**src/logic/debugPkg.sv**
```systemverilog
package debugPkg;

    // ==============================
    // Sizes
    // ==============================
    localparam int ByteWidth = 8;
    localparam int BitCntWidth = $clog2(ByteWidth);
    localparam int MsgHeaderLen = 2;
    localparam int MsgMaxPayloadLen = 5;
    localparam int MsgMaxLen = MsgHeaderLen + MsgMaxPayloadLen;
    localparam int MsgQueueDepth = 4;
    localparam int MsgQueueAddrWidth = $clog2(MsgQueueDepth);
    localparam int LedWidth = 4;

    typedef logic [ByteWidth-1:0] msgByteT;

    // ==============================
    // Message types
    // ==============================
    // Zero is idle filler on the serial line
    localparam msgByteT MsgTypeNop = 8'h00;
    localparam msgByteT MsgTypeSetLed = 8'h01;

    // ==============================
    // Message formats
    // ==============================
    // Type in the lowest byte, payload byte 0 just above the length
    typedef struct packed {
        msgByteT [MsgMaxPayloadLen-1:0] payload;
        msgByteT                        payloadLen;
        msgByteT                        msgType;
    } msgFieldsT;

    // Byte view used while framing, field view used while decoding
    typedef union packed {
        msgFieldsT                fields;
        msgByteT [MsgMaxLen-1:0] bytes;
    } debugMsgU;

    // Replies carry at most one payload byte
    typedef struct packed {
        msgByteT payload;
        msgByteT payloadLen;
        msgByteT msgType;
    } replyT;

endpackage
```
**src/logic/debugTop.sv**
```systemverilog
`timescale 1ns/1ps

module debugTop import debugPkg::*; (
    input  logic                clk,
    input  logic                reset,
    input  logic                debugCs,
    input  logic                debugDi,
    output logic                debugDo,
    output logic [LedWidth-1:0] led
);

    debugMsgU rxMsg;
    logic     rxValid;
    debugMsgU qMsg;
    logic     qValid;
    logic     qPop;
    replyT    reply;
    logic     replyValid;
    logic     txBusy;

    // ==============================
    // Input side
    // ==============================
    serialReceiver serialReceiver_inst (
        .clk     (clk),
        .reset   (reset),
        .debugCs (debugCs),
        .debugDi (debugDi),
        .rxMsg   (rxMsg),
        .rxValid (rxValid)
    );

    messageQueue messageQueue_inst (
        .clk     (clk),
        .reset   (reset),
        .rxMsg   (rxMsg),
        .rxValid (rxValid),
        .qMsg    (qMsg),
        .qValid  (qValid),
        .qPop    (qPop)
    );

    // Command processing
    commandHandler commandHandler_inst (
        .clk        (clk),
        .reset      (reset),
        .qMsg       (qMsg),
        .qValid     (qValid),
        .qPop       (qPop),
        .reply      (reply),
        .replyValid (replyValid),
        .txBusy     (txBusy),
        .led        (led)
    );

    // ==============================
    // Output side
    // ==============================
    serialTransmitter serialTransmitter_inst (
        .clk        (clk),
        .reset      (reset),
        .debugCs    (debugCs),
        .reply      (reply),
        .replyValid (replyValid),
        .txBusy     (txBusy),
        .debugDo    (debugDo)
    );

endmodule

```
**src/logic/serialTransmitter.sv**
```systemverilog
`timescale 1ns/1ps

module serialTransmitter import debugPkg::*; (
    input  logic  clk,
    input  logic  reset,
    input  logic  debugCs,
    input  replyT reply,
    input  logic  replyValid,
    output logic  txBusy,
    output logic  debugDo
);

    logic [BitCntWidth-1:0] bitCnt;
    msgByteT                shiftReg;
    replyT                  pendReply;
    logic [1:0]             byteIdx;
    msgByteT                nextByte;
    logic                   lastByte;
    logic                   byteEnd;

    // MSB first
    assign debugDo = shiftReg[ByteWidth-1];

    assign byteEnd = (bitCnt == BitCntWidth'(ByteWidth - 1));

    // Reply bytes in wire order
    always_comb begin
        case (byteIdx)
            2'd0:    nextByte = pendReply.msgType;
            2'd1:    nextByte = pendReply.payloadLen;
            default: nextByte = pendReply.payload;
        endcase
    end

    // Empty replies end after the length byte
    assign lastByte = (byteIdx == 2'd2) ||
                      (byteIdx == 2'd1 && pendReply.payloadLen == '0);

    // Reply storage
    always_ff @(posedge clk) begin
        if (replyValid) begin
            pendReply <= reply;
        end
    end

    // ==============================
    // Shifter
    // ==============================
    always_ff @(posedge clk) begin
        if (reset) begin
            bitCnt   <= '0;
            shiftReg <= '0;
            byteIdx  <= '0;
            txBusy   <= 1'b0;
        end else begin
            if (replyValid) begin
                txBusy <= 1'b1;
            end

            if (!debugCs) begin
                // Framing restarts, a pending reply is resent from its type byte
                bitCnt   <= '0;
                shiftReg <= '0;
                byteIdx  <= '0;
            end else begin
                bitCnt <= bitCnt + 1'b1;
                if (byteEnd) begin
                    if (txBusy) begin
                        shiftReg <= nextByte;
                        if (lastByte) begin
                            byteIdx <= '0;
                            txBusy  <= 1'b0;
                        end else begin
                            byteIdx <= byteIdx + 1'b1;
                        end
                    end else begin
                        // Nothing to send, so idle filler
                        shiftReg <= '0;
                    end
                end else begin
                    shiftReg <= shiftReg << 1;
                end
            end
        end
    end

endmodule

```
**src/logic/commandHandler.sv**
```systemverilog
`timescale 1ns/1ps

module commandHandler import debugPkg::*; (
    input  logic                clk,
    input  logic                reset,
    input  debugMsgU            qMsg,
    input  logic                qValid,
    output logic                qPop,
    output replyT               reply,
    output logic                replyValid,
    input  logic                txBusy,
    output logic [LedWidth-1:0] led
);

    typedef enum logic {
        Fetch,
        Respond
    } handlerStateT;

    handlerStateT        state;
    msgFieldsT           curMsg;
    logic [LedWidth-1:0] nextLed;
    replyT               nextReply;

    // ==============================
    // Command decode
    // ==============================
    always_comb begin
        nextLed              = led;
        nextReply.msgType    = curMsg.msgType;
        nextReply.payloadLen = '0;
        nextReply.payload    = '0;
        if (curMsg.msgType == MsgTypeSetLed) begin
            nextLed[0]           = curMsg.payload[0][0];
            nextReply.payloadLen = 8'd1;
            // Echo the whole led value back
            nextReply.payload    = {{(ByteWidth - LedWidth){1'b0}}, nextLed};
        end
        // Other types are acknowledged with an empty reply
    end

    // Head of the queue and the outgoing reply
    always_ff @(posedge clk) begin
        if (state == Fetch && qValid) begin
            curMsg <= qMsg.fields;
        end
        if (state == Respond && !txBusy) begin
            reply <= nextReply;
        end
    end

    // ==============================
    // Control
    // ==============================
    always_ff @(posedge clk) begin
        if (reset) begin
            state      <= Fetch;
            qPop       <= 1'b0;
            replyValid <= 1'b0;
            led        <= '0;
        end else begin
            qPop       <= 1'b0;
            replyValid <= 1'b0;
            case (state)
                Fetch: begin
                    if (qValid) begin
                        qPop  <= 1'b1;
                        state <= Respond;
                    end
                end

                Respond: begin
                    // Hold here while the transmitter is still sending
                    if (!txBusy) begin
                        replyValid <= 1'b1;
                        led        <= nextLed;
                        state      <= Fetch;
                    end
                end

                default: state <= Fetch;
            endcase
        end
    end

endmodule

```
**src/logic/messageQueue.sv**
```systemverilog
`timescale 1ns/1ps

module messageQueue import debugPkg::*; (
    input  logic     clk,
    input  logic     reset,
    input  debugMsgU rxMsg,
    input  logic     rxValid,
    output debugMsgU qMsg,
    output logic     qValid,
    input  logic     qPop
);

    debugMsgU                     mem [MsgQueueDepth];
    logic [MsgQueueAddrWidth-1:0] wrPtr;
    logic [MsgQueueAddrWidth-1:0] rdPtr;
    logic [MsgQueueAddrWidth:0]   count;
    logic                         doPush;
    logic                         doPop;

    // A message arriving while full is dropped
    assign doPush = rxValid && (count != MsgQueueDepth);
    assign doPop  = qPop && (count != '0);

    assign qMsg   = mem[rdPtr];
    assign qValid = (count != '0);

    // Storage
    always_ff @(posedge clk) begin
        if (doPush) begin
            mem[wrPtr] <= rxMsg;
        end
    end

    // Pointers and fill level
    always_ff @(posedge clk) begin
        if (reset) begin
            wrPtr <= '0;
            rdPtr <= '0;
            count <= '0;
        end else begin
            if (doPush) begin
                wrPtr <= wrPtr + 1'b1;
            end
            if (doPop) begin
                rdPtr <= rdPtr + 1'b1;
            end
            case ({doPush, doPop})
                2'b10:   count <= count + 1'b1;
                2'b01:   count <= count - 1'b1;
                default: count <= count;
            endcase
        end
    end

endmodule

```
**src/logic/serialReceiver.sv**
```systemverilog
`timescale 1ns/1ps

module serialReceiver import debugPkg::*; (
    input  logic     clk,
    input  logic     reset,
    input  logic     debugCs,
    input  logic     debugDi,
    output debugMsgU rxMsg,
    output logic     rxValid
);

    typedef enum logic [1:0] {
        WaitType,
        TakeLen,
        TakePayload
    } rxStateT;

    rxStateT                state;
    logic [BitCntWidth-1:0] bitCnt;
    logic [ByteWidth-2:0]   shiftReg;
    msgByteT                payloadCnt;
    msgByteT                curByte;
    logic                   byteDone;
    logic [2:0]             storeIdx;

    // Byte completes with the bit sampled on this edge
    assign curByte  = {shiftReg, debugDi};
    assign byteDone = (bitCnt == BitCntWidth'(ByteWidth - 1));

    // Byte slot in the message for the current payload byte
    assign storeIdx = payloadCnt[2:0] + 3'(MsgHeaderLen);

    // ==============================
    // Framing
    // ==============================
    always_ff @(posedge clk) begin
        if (reset || !debugCs) begin
            // Dropping chip select loses any partial message
            state      <= WaitType;
            bitCnt     <= '0;
            shiftReg   <= '0;
            payloadCnt <= '0;
            rxValid    <= 1'b0;
        end else begin
            rxValid  <= 1'b0;
            bitCnt   <= bitCnt + 1'b1;
            shiftReg <= curByte[ByteWidth-2:0];

            if (byteDone) begin
                case (state)
                    WaitType: begin
                        // Filler bytes keep us here, so a message may start anywhere
                        if (curByte != MsgTypeNop) begin
                            rxMsg.bytes[0] <= curByte;
                            state          <= TakeLen;
                        end
                    end

                    TakeLen: begin
                        rxMsg.bytes[1] <= curByte;
                        rxMsg.bytes[MsgMaxLen-1:MsgHeaderLen] <= '0;
                        payloadCnt     <= '0;
                        if (curByte == '0) begin
                            rxValid <= 1'b1;
                            state   <= WaitType;
                        end else begin
                            state <= TakePayload;
                        end
                    end

                    TakePayload: begin
                        // Extra payload bytes are counted but not kept
                        if (payloadCnt < MsgMaxPayloadLen) begin
                            rxMsg.bytes[storeIdx] <= curByte;
                        end
                        payloadCnt <= payloadCnt + 8'd1;
                        if (payloadCnt + 8'd1 == rxMsg.fields.payloadLen) begin
                            rxValid <= 1'b1;
                            state   <= WaitType;
                        end
                    end

                    default: begin
                        state <= WaitType;
                    end
                endcase
            end
        end
    end

endmodule

```
**config.mk**
```make
export PLATFORM = sky130hd
export DESIGN_NAME = debugTop
export DESIGN_NICKNAME = d
export VERILOG_FILES = /design/src/logic/debugPkg.sv /design/src/logic/debugTop.sv /design/src/logic/serialTransmitter.sv /design/src/logic/commandHandler.sv /design/src/logic/messageQueue.sv /design/src/logic/serialReceiver.sv
export SDC_FILE = /design/constraint.sdc
export NUM_CORES = 1
export LEC_CHECK = 0
export BUFFER_PORTS_ARGS = -buffer_cell sky130_fd_sc_hd__buf_2
export CAP_MARGIN = 20
export CORE_UTILIZATION = 40
export DETAILED_ROUTE_END_ITERATION = 12
export SYNTH_ARGS = -nofsm -noshare
export SYNTH_HDL_FRONTEND = slang
export SYNTH_SLANG_ARGS = --single-unit
```
**constraint.sdc**
```tcl
create_clock -name clk -period 1.9 [get_ports clk]
set_input_delay 0 -clock clk [delete_from_list [all_inputs] [get_ports clk]]
set_output_delay 0 -clock clk [all_outputs]
set_load 0.01 [all_outputs]
```
==> results of run 1 <==
==> layout by cell type, fill, tap and decap left out, types with 4 or more instances in the layout <==
cell type	count
and2_1	30
mux4_2	9
ha_1	15
edfxtp_1	82
nor3_1	9
a21oi_1	21
mux2i_1	4
nand3_1	14
clkinv_2	4
and2_2	4
o21ai_0	4
nand2b_1	8
inv_1	13
clkbuf_1	6
nor2_1	23
buf_2	5
dfxtp_1	41
nor2b_1	4
nand2_1	20
dfxtp_4	4
xnor2_1	10
clkbuf_16	17
buf_4	26
==> per-layer routing <==
metal	routed length, um	vias to the layer above	part of all wire, %	GRT usage, %
li1	-	1438	-	-
met1	4180	1389	48	18.8
met2	4080	39	47	21.7
met3	255	10	3.0	5.02
met4	111	0	1.3	5.71
met5	0	-	0	0
==> power by group <==
| part | switching (mW) | total [mW] | internal, mW |
|---|---|---|---|
| clock | 1.07 | 2.84 | 1.77 |
| sequential | 0.00292 | 2.93 | 2.93 |
| combinational | 0.0323 | 0.0515 | 0.0192 |
| total | 1.10 | 5.82 | 4.72 |
==> worst max-delay path, cell delays in order, from the launching register on <==
cell and delay (ns):
dfxtp_4 0.37, inv_4 0.07, a31oi_4 0.08, inv_1 0.08
ha_2 0.18, inv_2 0.04, fa_2 0.35, xor2_2 0.16
or3_1 0.31, a21oi_1 0.13
==> final cells by class <==
| type | count | area (um2) |
|---|---|---|
| fill | 1138 | 6460 |
| sequential | 128 | 3400 |
| multi-input combinational | 224 | 1710 |
| clock buffer | 23 | 448 |
| timing repair buffer | 34 | 250 |
| tap | 172 | 215 |
| clock inverter | 9 | 68.8 |
| inverter | 16 | 65.1 |
==> stage by stage <==
step / TNS (ns) / total power [mW] / utilization [%] / hold WS, ns / instance area (um2)
after floorplan: 0 / 3.03 / - / 0.0716 / 5180
after global placement: -0.0790 / 3.04 / 43.7 / 0.304 / 5520
after detailed placement: -0.163 / 3.04 / 43.7 / 0.310 / 5520
after CTS: 0 / 5.89 / 48.3 / 0.417 / 6090
after global routing: -0.0285 / 6.03 / 48.8 / 0.418 / 6160
final: 0 / 5.82 / 48.8 / 0.414 / 6160
==> state kept, by name, indices dropped and copies added, names as in the netlist, 3 cells and up <==
name	flops
messageQueue_inst.mem	36
serialReceiver_inst.rxMsg	17
commandHandler_inst.reply	10
serialTransmitter_inst.pendReply	10
commandHandler_inst.curMsg	9
serialReceiver_inst.payloadCnt	8
serialTransmitter_inst.shiftReg	8
serialReceiver_inst.shiftReg	7
messageQueue_inst.count	3
serialReceiver_inst.bitCnt	3
serialTransmitter_inst.bitCnt	3
==> synthesized netlist by cell type, types with 3 or more instances <==
master / instances
nand2_1: 20
nor3_1: 12
and2_1: 32
buf_2: 3
a21oi_1: 21
xor2_1: 4
nand3_1: 14
nor2_1: 23
dfxtp_1: 46
edfxtp_1: 82
nor2b_1: 5
buf_4: 4
ha_1: 17
clkbuf_1: 10
o21ai_0: 4
and2_2: 3
mux2i_1: 4
mux4_2: 9
xnor2_1: 11
inv_1: 16
nand2b_1: 8
==> cell families after synthesis <==
group                    synth area share, %
adder cells (fa/ha/maj)                 4.51
AND/OR/NAND/NOR                         14.7
multiplexers                            4.71
flip-flops                              65.6
XOR/XNOR                                2.98
AO/OA/AOI/OAI                           4.61
buffers and inverters                   2.86
other                                 0.0727
==> worst max-delay path by stage <==
| stage | from | end | slack [ns] | depth (start not counted) |
|---|---|---|---|---|
| detailed placement | serialReceiver_inst.payloadCnt[0] | serialReceiver_inst.rxValid | -0.10 | 7 |
| floorplan | serialReceiver_inst.payloadCnt[1] | serialReceiver_inst.state[1] | 0.005 | 7 |
| global route | messageQueue_inst.count[0] | messageQueue_inst.count[2] | -0.03 | 8 |
| CTS | serialReceiver_inst.payloadCnt[1] | serialReceiver_inst.rxValid | 0.004 | 7 |
| global placement | serialReceiver_inst.payloadCnt[0] | serialReceiver_inst.rxValid | -0.08 | 7 |
| finish | messageQueue_inst.count[1] | messageQueue_inst.count[2] | 0.05 | 9 |
==> repair_timing <==
item	in CTS	in global routing
pin swaps	4	4
hold buffers	3	0
hold endpoints to repair	13	0
endpoints found under the setup margin	2	12
setup buffers	2	0
resized for setup	4	21
==> flow_metrics.env, run 1 <==
export IMPL_rsz0062_at_grt="yes"
export IMPL_rr_startpoint="messageQueue_inst.count[1]"
export IMPL_r2r_slack_ns=0.05
export IMPL_power_density_nw_per_um2=945
export IMPL_cts_sink_count=128
export IMPL_syn_area_per_cell_um2=13.4
export IMPL_synthFlopType="edfxtp_1"
export IMPL_clk_path_buf_depth=2
export IMPL_vias=2876
export IMPL_slew_headroom_pct=65.6
export IMPL_clk_latency_ns=0.41
export IMPL_cts_root_buf="clkbuf_16"
export IMPL_io_pins=9
export IMPL_critPathArrivalTime_ns=2.18
export IMPL_cts_tree="yes"
export IMPL_dr_pass1_iters=4
export IMPL_critical_path_class="reg2reg"
export IMPL_finalSetupViolCount=0
export IMPL_hold_viol_final=0
export IMPL_nets=443
export IMPL_whs_path_depth=0
export IMPL_synth_cell_type_count=51
export IMPL_finClkSkew_ns=0.00929
export IMPL_min_period_over_period_pct=97.6
export IMPL_fp_coreArea_um2=12600
export IMPL_syn_to_final_growth_pct=19.4
export IMPL_routedWlPerCell_um=14.2
export IMPL_die_area_um2=13400
export IMPL_cap_violations=0
export IMPL_hpwl_um=5800
export IMPL_initial_core_util_pct=40.9
export IMPL_max_freq_ghz=0.539
export IMPL_path_clk_slew_ns=0.05
export IMPL_setup_slack_ns=0.0462
export IMPL_gr_total_overflow=0
export IMPL_crit_fanout=4
export IMPL_rows=41
export IMPL_gp_congestion=0.821
export IMPL_ff2ff_path_depth=9
export IMPL_start_kind="register"
export IMPL_yosys_area_top_type="edfxtp_1"
export IMPL_wl_um=8630
export IMPL_drc_errors=0
export IMPL_dp_cells=569
export IMPL_yosysWarningCount=0
export IMPL_tightest_slew_ns=0.515
export IMPL_hold_path_class="reg2reg"
export IMPL_grt_pass1_wl_um=13900
export IMPL_antenna_found_initial=0
export IMPL_die_height_um=116
export IMPL_syn_inst=384
export IMPL_post_route_min_period_ns=1.85
export IMPL_first_global_vias=2735
export IMPL_drt_iter0_drc=126
export IMPL_status="complete, no violations"
export IMPL_gr_usage_all_layers_pct=14.3
export IMPL_min_to="serialTransmitter_inst.pendReply[1]"
export IMPL_insertedDiodeCount=0
export IMPL_pre_cts_slack_ns=-0.103
export IMPL_viasPerCell=4.75
export IMPL_htreeDepth=4
export IMPL_yosysSeqAreaShare_pct=65.6
export IMPL_die_w_um=116
export IMPL_cellLeakagePower_nw=2.06
export IMPL_ir_drop_uv=791
export IMPL_final_max_slew_viol_count=0
export IMPL_syn_cell_area_um2=5160
export IMPL_grt_max_degree=22
export IMPL_drive_gt1_share_pct=22.6
export IMPL_ys_seq_elements=128
export IMPL_synth_top_cell_area_share_pct=47.7
export IMPL_cp_required_ns=2.22
export IMPL_hp_start="commandHandler_inst.reply[1]"
export IMPL_cts_buffers=17
export IMPL_drtAntennaViolNets=0
export IMPL_synth_edff_count=82
export IMPL_io_buffer_count=5
export IMPL_rr_endpoint="messageQueue_inst.count[2]"
export IMPL_synthTopCellsByArea="edfxtp_1 (48%), dfxtp_1 (18%), ha_1 (4.1%), mux4_2 (3.9%), and2_1 (3.9%)"
export IMPL_cp_end_kind="register"
export IMPL_layout_cells_non_filler=606
export IMPL_ys_async_sr_fraction_pct=0
Power figures use the tool's default switching activity.
==> inputs of run 2 (changes only) <==
--- a/config.mk
+++ b/config.mk
@@ -10,4 +10,5 @@
 export CORE_UTILIZATION = 40
 export DETAILED_ROUTE_END_ITERATION = 12
+export SETUP_SLACK_MARGIN = 0.02
 export SYNTH_ARGS = -nofsm -noshare
 export SYNTH_HDL_FRONTEND = slang
==> constraint.sdc (replaced) <==
create_clock -name clk -period 1.9 [get_ports clk]
set_input_delay 0 -clock clk [delete_from_list [all_inputs] [get_ports clk]]
set_output_delay 0 -clock clk [all_outputs]
set_load 0.005 [all_outputs]
==> flow_metrics.env, run 2 (synthesis gave the netlist of run 1 again) <==
export IMPL_io_pins=9
export IMPL_hold_viol_final=0
export IMPL_whs_ns=0.414
export IMPL_crit_chain="nor3_2 -> nor2b_1 -> ha_2 -> inv_1 -> fa_2 -> xor2_1 -> or3_1 -> a21oi_1"
export IMPL_layout_cells_non_filler=611
export IMPL_die_w_um=116
export IMPL_setup_slack_ns=0.0346
export IMPL_cellLeakagePower_nw=2.10
export IMPL_max_freq_ghz=0.536
export IMPL_placed_area_um2=5500
export IMPL_multi_input_area_um2=1700
export IMPL_syn_to_final_growth_pct=21.5
export IMPL_clk_latency_ns=0.42
export IMPL_drt_iter0_drc=147
export IMPL_viasPerCell=4.76
export IMPL_wl_um=8850
export IMPL_grt_pass1_wl_um=14000
export IMPL_routedWlPerCell_um=14.5
export IMPL_first_global_vias=2806
export IMPL_layout_commonest_cell="edfxtp_1"
export IMPL_cts_tree="yes"
export IMPL_status="complete, no violations"
export IMPL_critPathArrivalTime_ns=2.21
export IMPL_post_route_min_period_ns=1.87
export IMPL_finalPower_mw=6.15
export IMPL_cap_violations=0
export IMPL_hold_path_class="in2reg"
export IMPL_finClkSkew_ns=0.0153
export IMPL_insertedDiodeCount=0
export IMPL_crit_fanout=4
export IMPL_drive_gt1_share_pct=23.9
export IMPL_critical_path_class="reg2reg"
export IMPL_min_period_over_period_pct=98.2
export IMPL_cts_root_buf="clkbuf_16"
export IMPL_rows=41
export IMPL_fp_coreArea_um2=12600
export IMPL_ff2ff_path_depth=8
export IMPL_whs_path_depth=3
export IMPL_ir_drop_uv=673
export IMPL_layout_common_cells="edfxtp_1 (82), dfxtp_1 (39), and2_1 (31)"
export IMPL_cp_required_ns=2.24
export IMPL_clk_path_buf_depth=2
export IMPL_critPathMaxStageDelay_ns=0.38
export IMPL_io_buffer_count=5
export IMPL_tightest_slew_ns=0.515
export IMPL_critical_path_top_delay_family="adder cells"
export IMPL_tns_ns=0
export IMPL_drc_errors=0
export IMPL_nets=448
export IMPL_rsz0062_at_grt="yes"
export IMPL_finalSetupViolCount=0
export IMPL_largest_register="messageQueue_inst.mem"
export IMPL_postLayoutCoreUtil_pct=49.7
export IMPL_gr_total_overflow=0
export IMPL_largest_reg_flops=36
export IMPL_htreeDepth=4
export IMPL_gr_usage_all_layers_pct=14.8
export IMPL_grt_max_degree=22
export IMPL_final_area_um2=6270
export IMPL_crit_buf_inv=1
export IMPL_start_kind="register"
export IMPL_final_max_slew_viol_count=0
export IMPL_die_height_um=116
export IMPL_dr_pass1_iters=5
export IMPL_cp_end_kind="register"
export IMPL_crit_slowest_cell="dfxtp_4"
export IMPL_cts_sink_count=128
export IMPL_drtAntennaViolNets=0
export IMPL_cts_buffers=17
export IMPL_fillers=1110
export IMPL_gp_congestion=0.860
export IMPL_hpwl_um=6010
export IMPL_crit_cells=8
export IMPL_pre_cts_slack_ns=-0.225
export IMPL_initial_core_util_pct=40.9
export IMPL_die_area_um2=13400
export IMPL_path_clk_slew_ns=0.05
export IMPL_dp_cells=566
export IMPL_slew_headroom_pct=65.6
export IMPL_vias=2910
export IMPL_antenna_found_initial=0
export IMPL_seqCellArea_um2=3400
export IMPL_power_density_nw_per_um2=981
==> run 2: cell types whose count changed in the layout (fill, tap and decap cells not counted), sizes merged <==
cell,change
buf,+5
bufinv,+2
clkbuf,-4
clkinvlp,+2
==> run 2: worst paths after layout <==
kind                                              startpoint                             endpoint  slack [ns]
worst min register to register  commandHandler_inst.reply[8]  serialTransmitter_inst.pendReply[8]        0.42
worst max register to register    messageQueue_inst.count[2]           messageQueue_inst.count[2]        0.03
worst max-delay path              messageQueue_inst.count[2]           messageQueue_inst.count[2]        0.03
worst min-delay path                                 debugDi      serialReceiver_inst.shiftReg[0]        0.41
==> run 2: timing repair <==
item	4_1_cts	5_1_grt
endpoints found under the hold margin	13	0
gates resized for setup	11	12
buffers inserted	7	3
endpoints found under the setup margin	2	12
pin swaps	9	12
hold buffers	3	0
==> run 2: area by class of cell <==
cell class              count  area share, %
inverters                  16          0.958
clock buffers              19           7.07
repair buffers             39           4.77
clock inverters            13           2.30
flip-flops and latches    128           54.3
well taps                 172           3.43
multi-input cells         224           27.2
==> run 2: per-layer routing <==
layer  up-vias  track usage (%)  share of wire [%]
li1       1447                -                  -
met1      1406             18.2                 48
met2        49             23.0                 47
met3         8             5.75                3.9
met4         0             6.93                1.1
met5         -                0                  0
==> run 2: where the power goes <==
group,internal (mW),switching (mW),leakage (nW)
logic,0.0192,0.0309,0.761
clock network,2.07,1.10,0.281
registers,2.93,0.00289,1.05
==> run 2: worst register-to-register path, delay by kind of cell (launching register included) <==
kind,cells,cell delay [ns]
XOR/XNOR,1,0.15
AND/OR/NAND/NOR,3,0.54
adder cells (fa/ha/maj),2,0.55
buffers and inverters,1,0.05
flip-flops,1,0.38
AO/OA/AOI/OAI,1,0.13
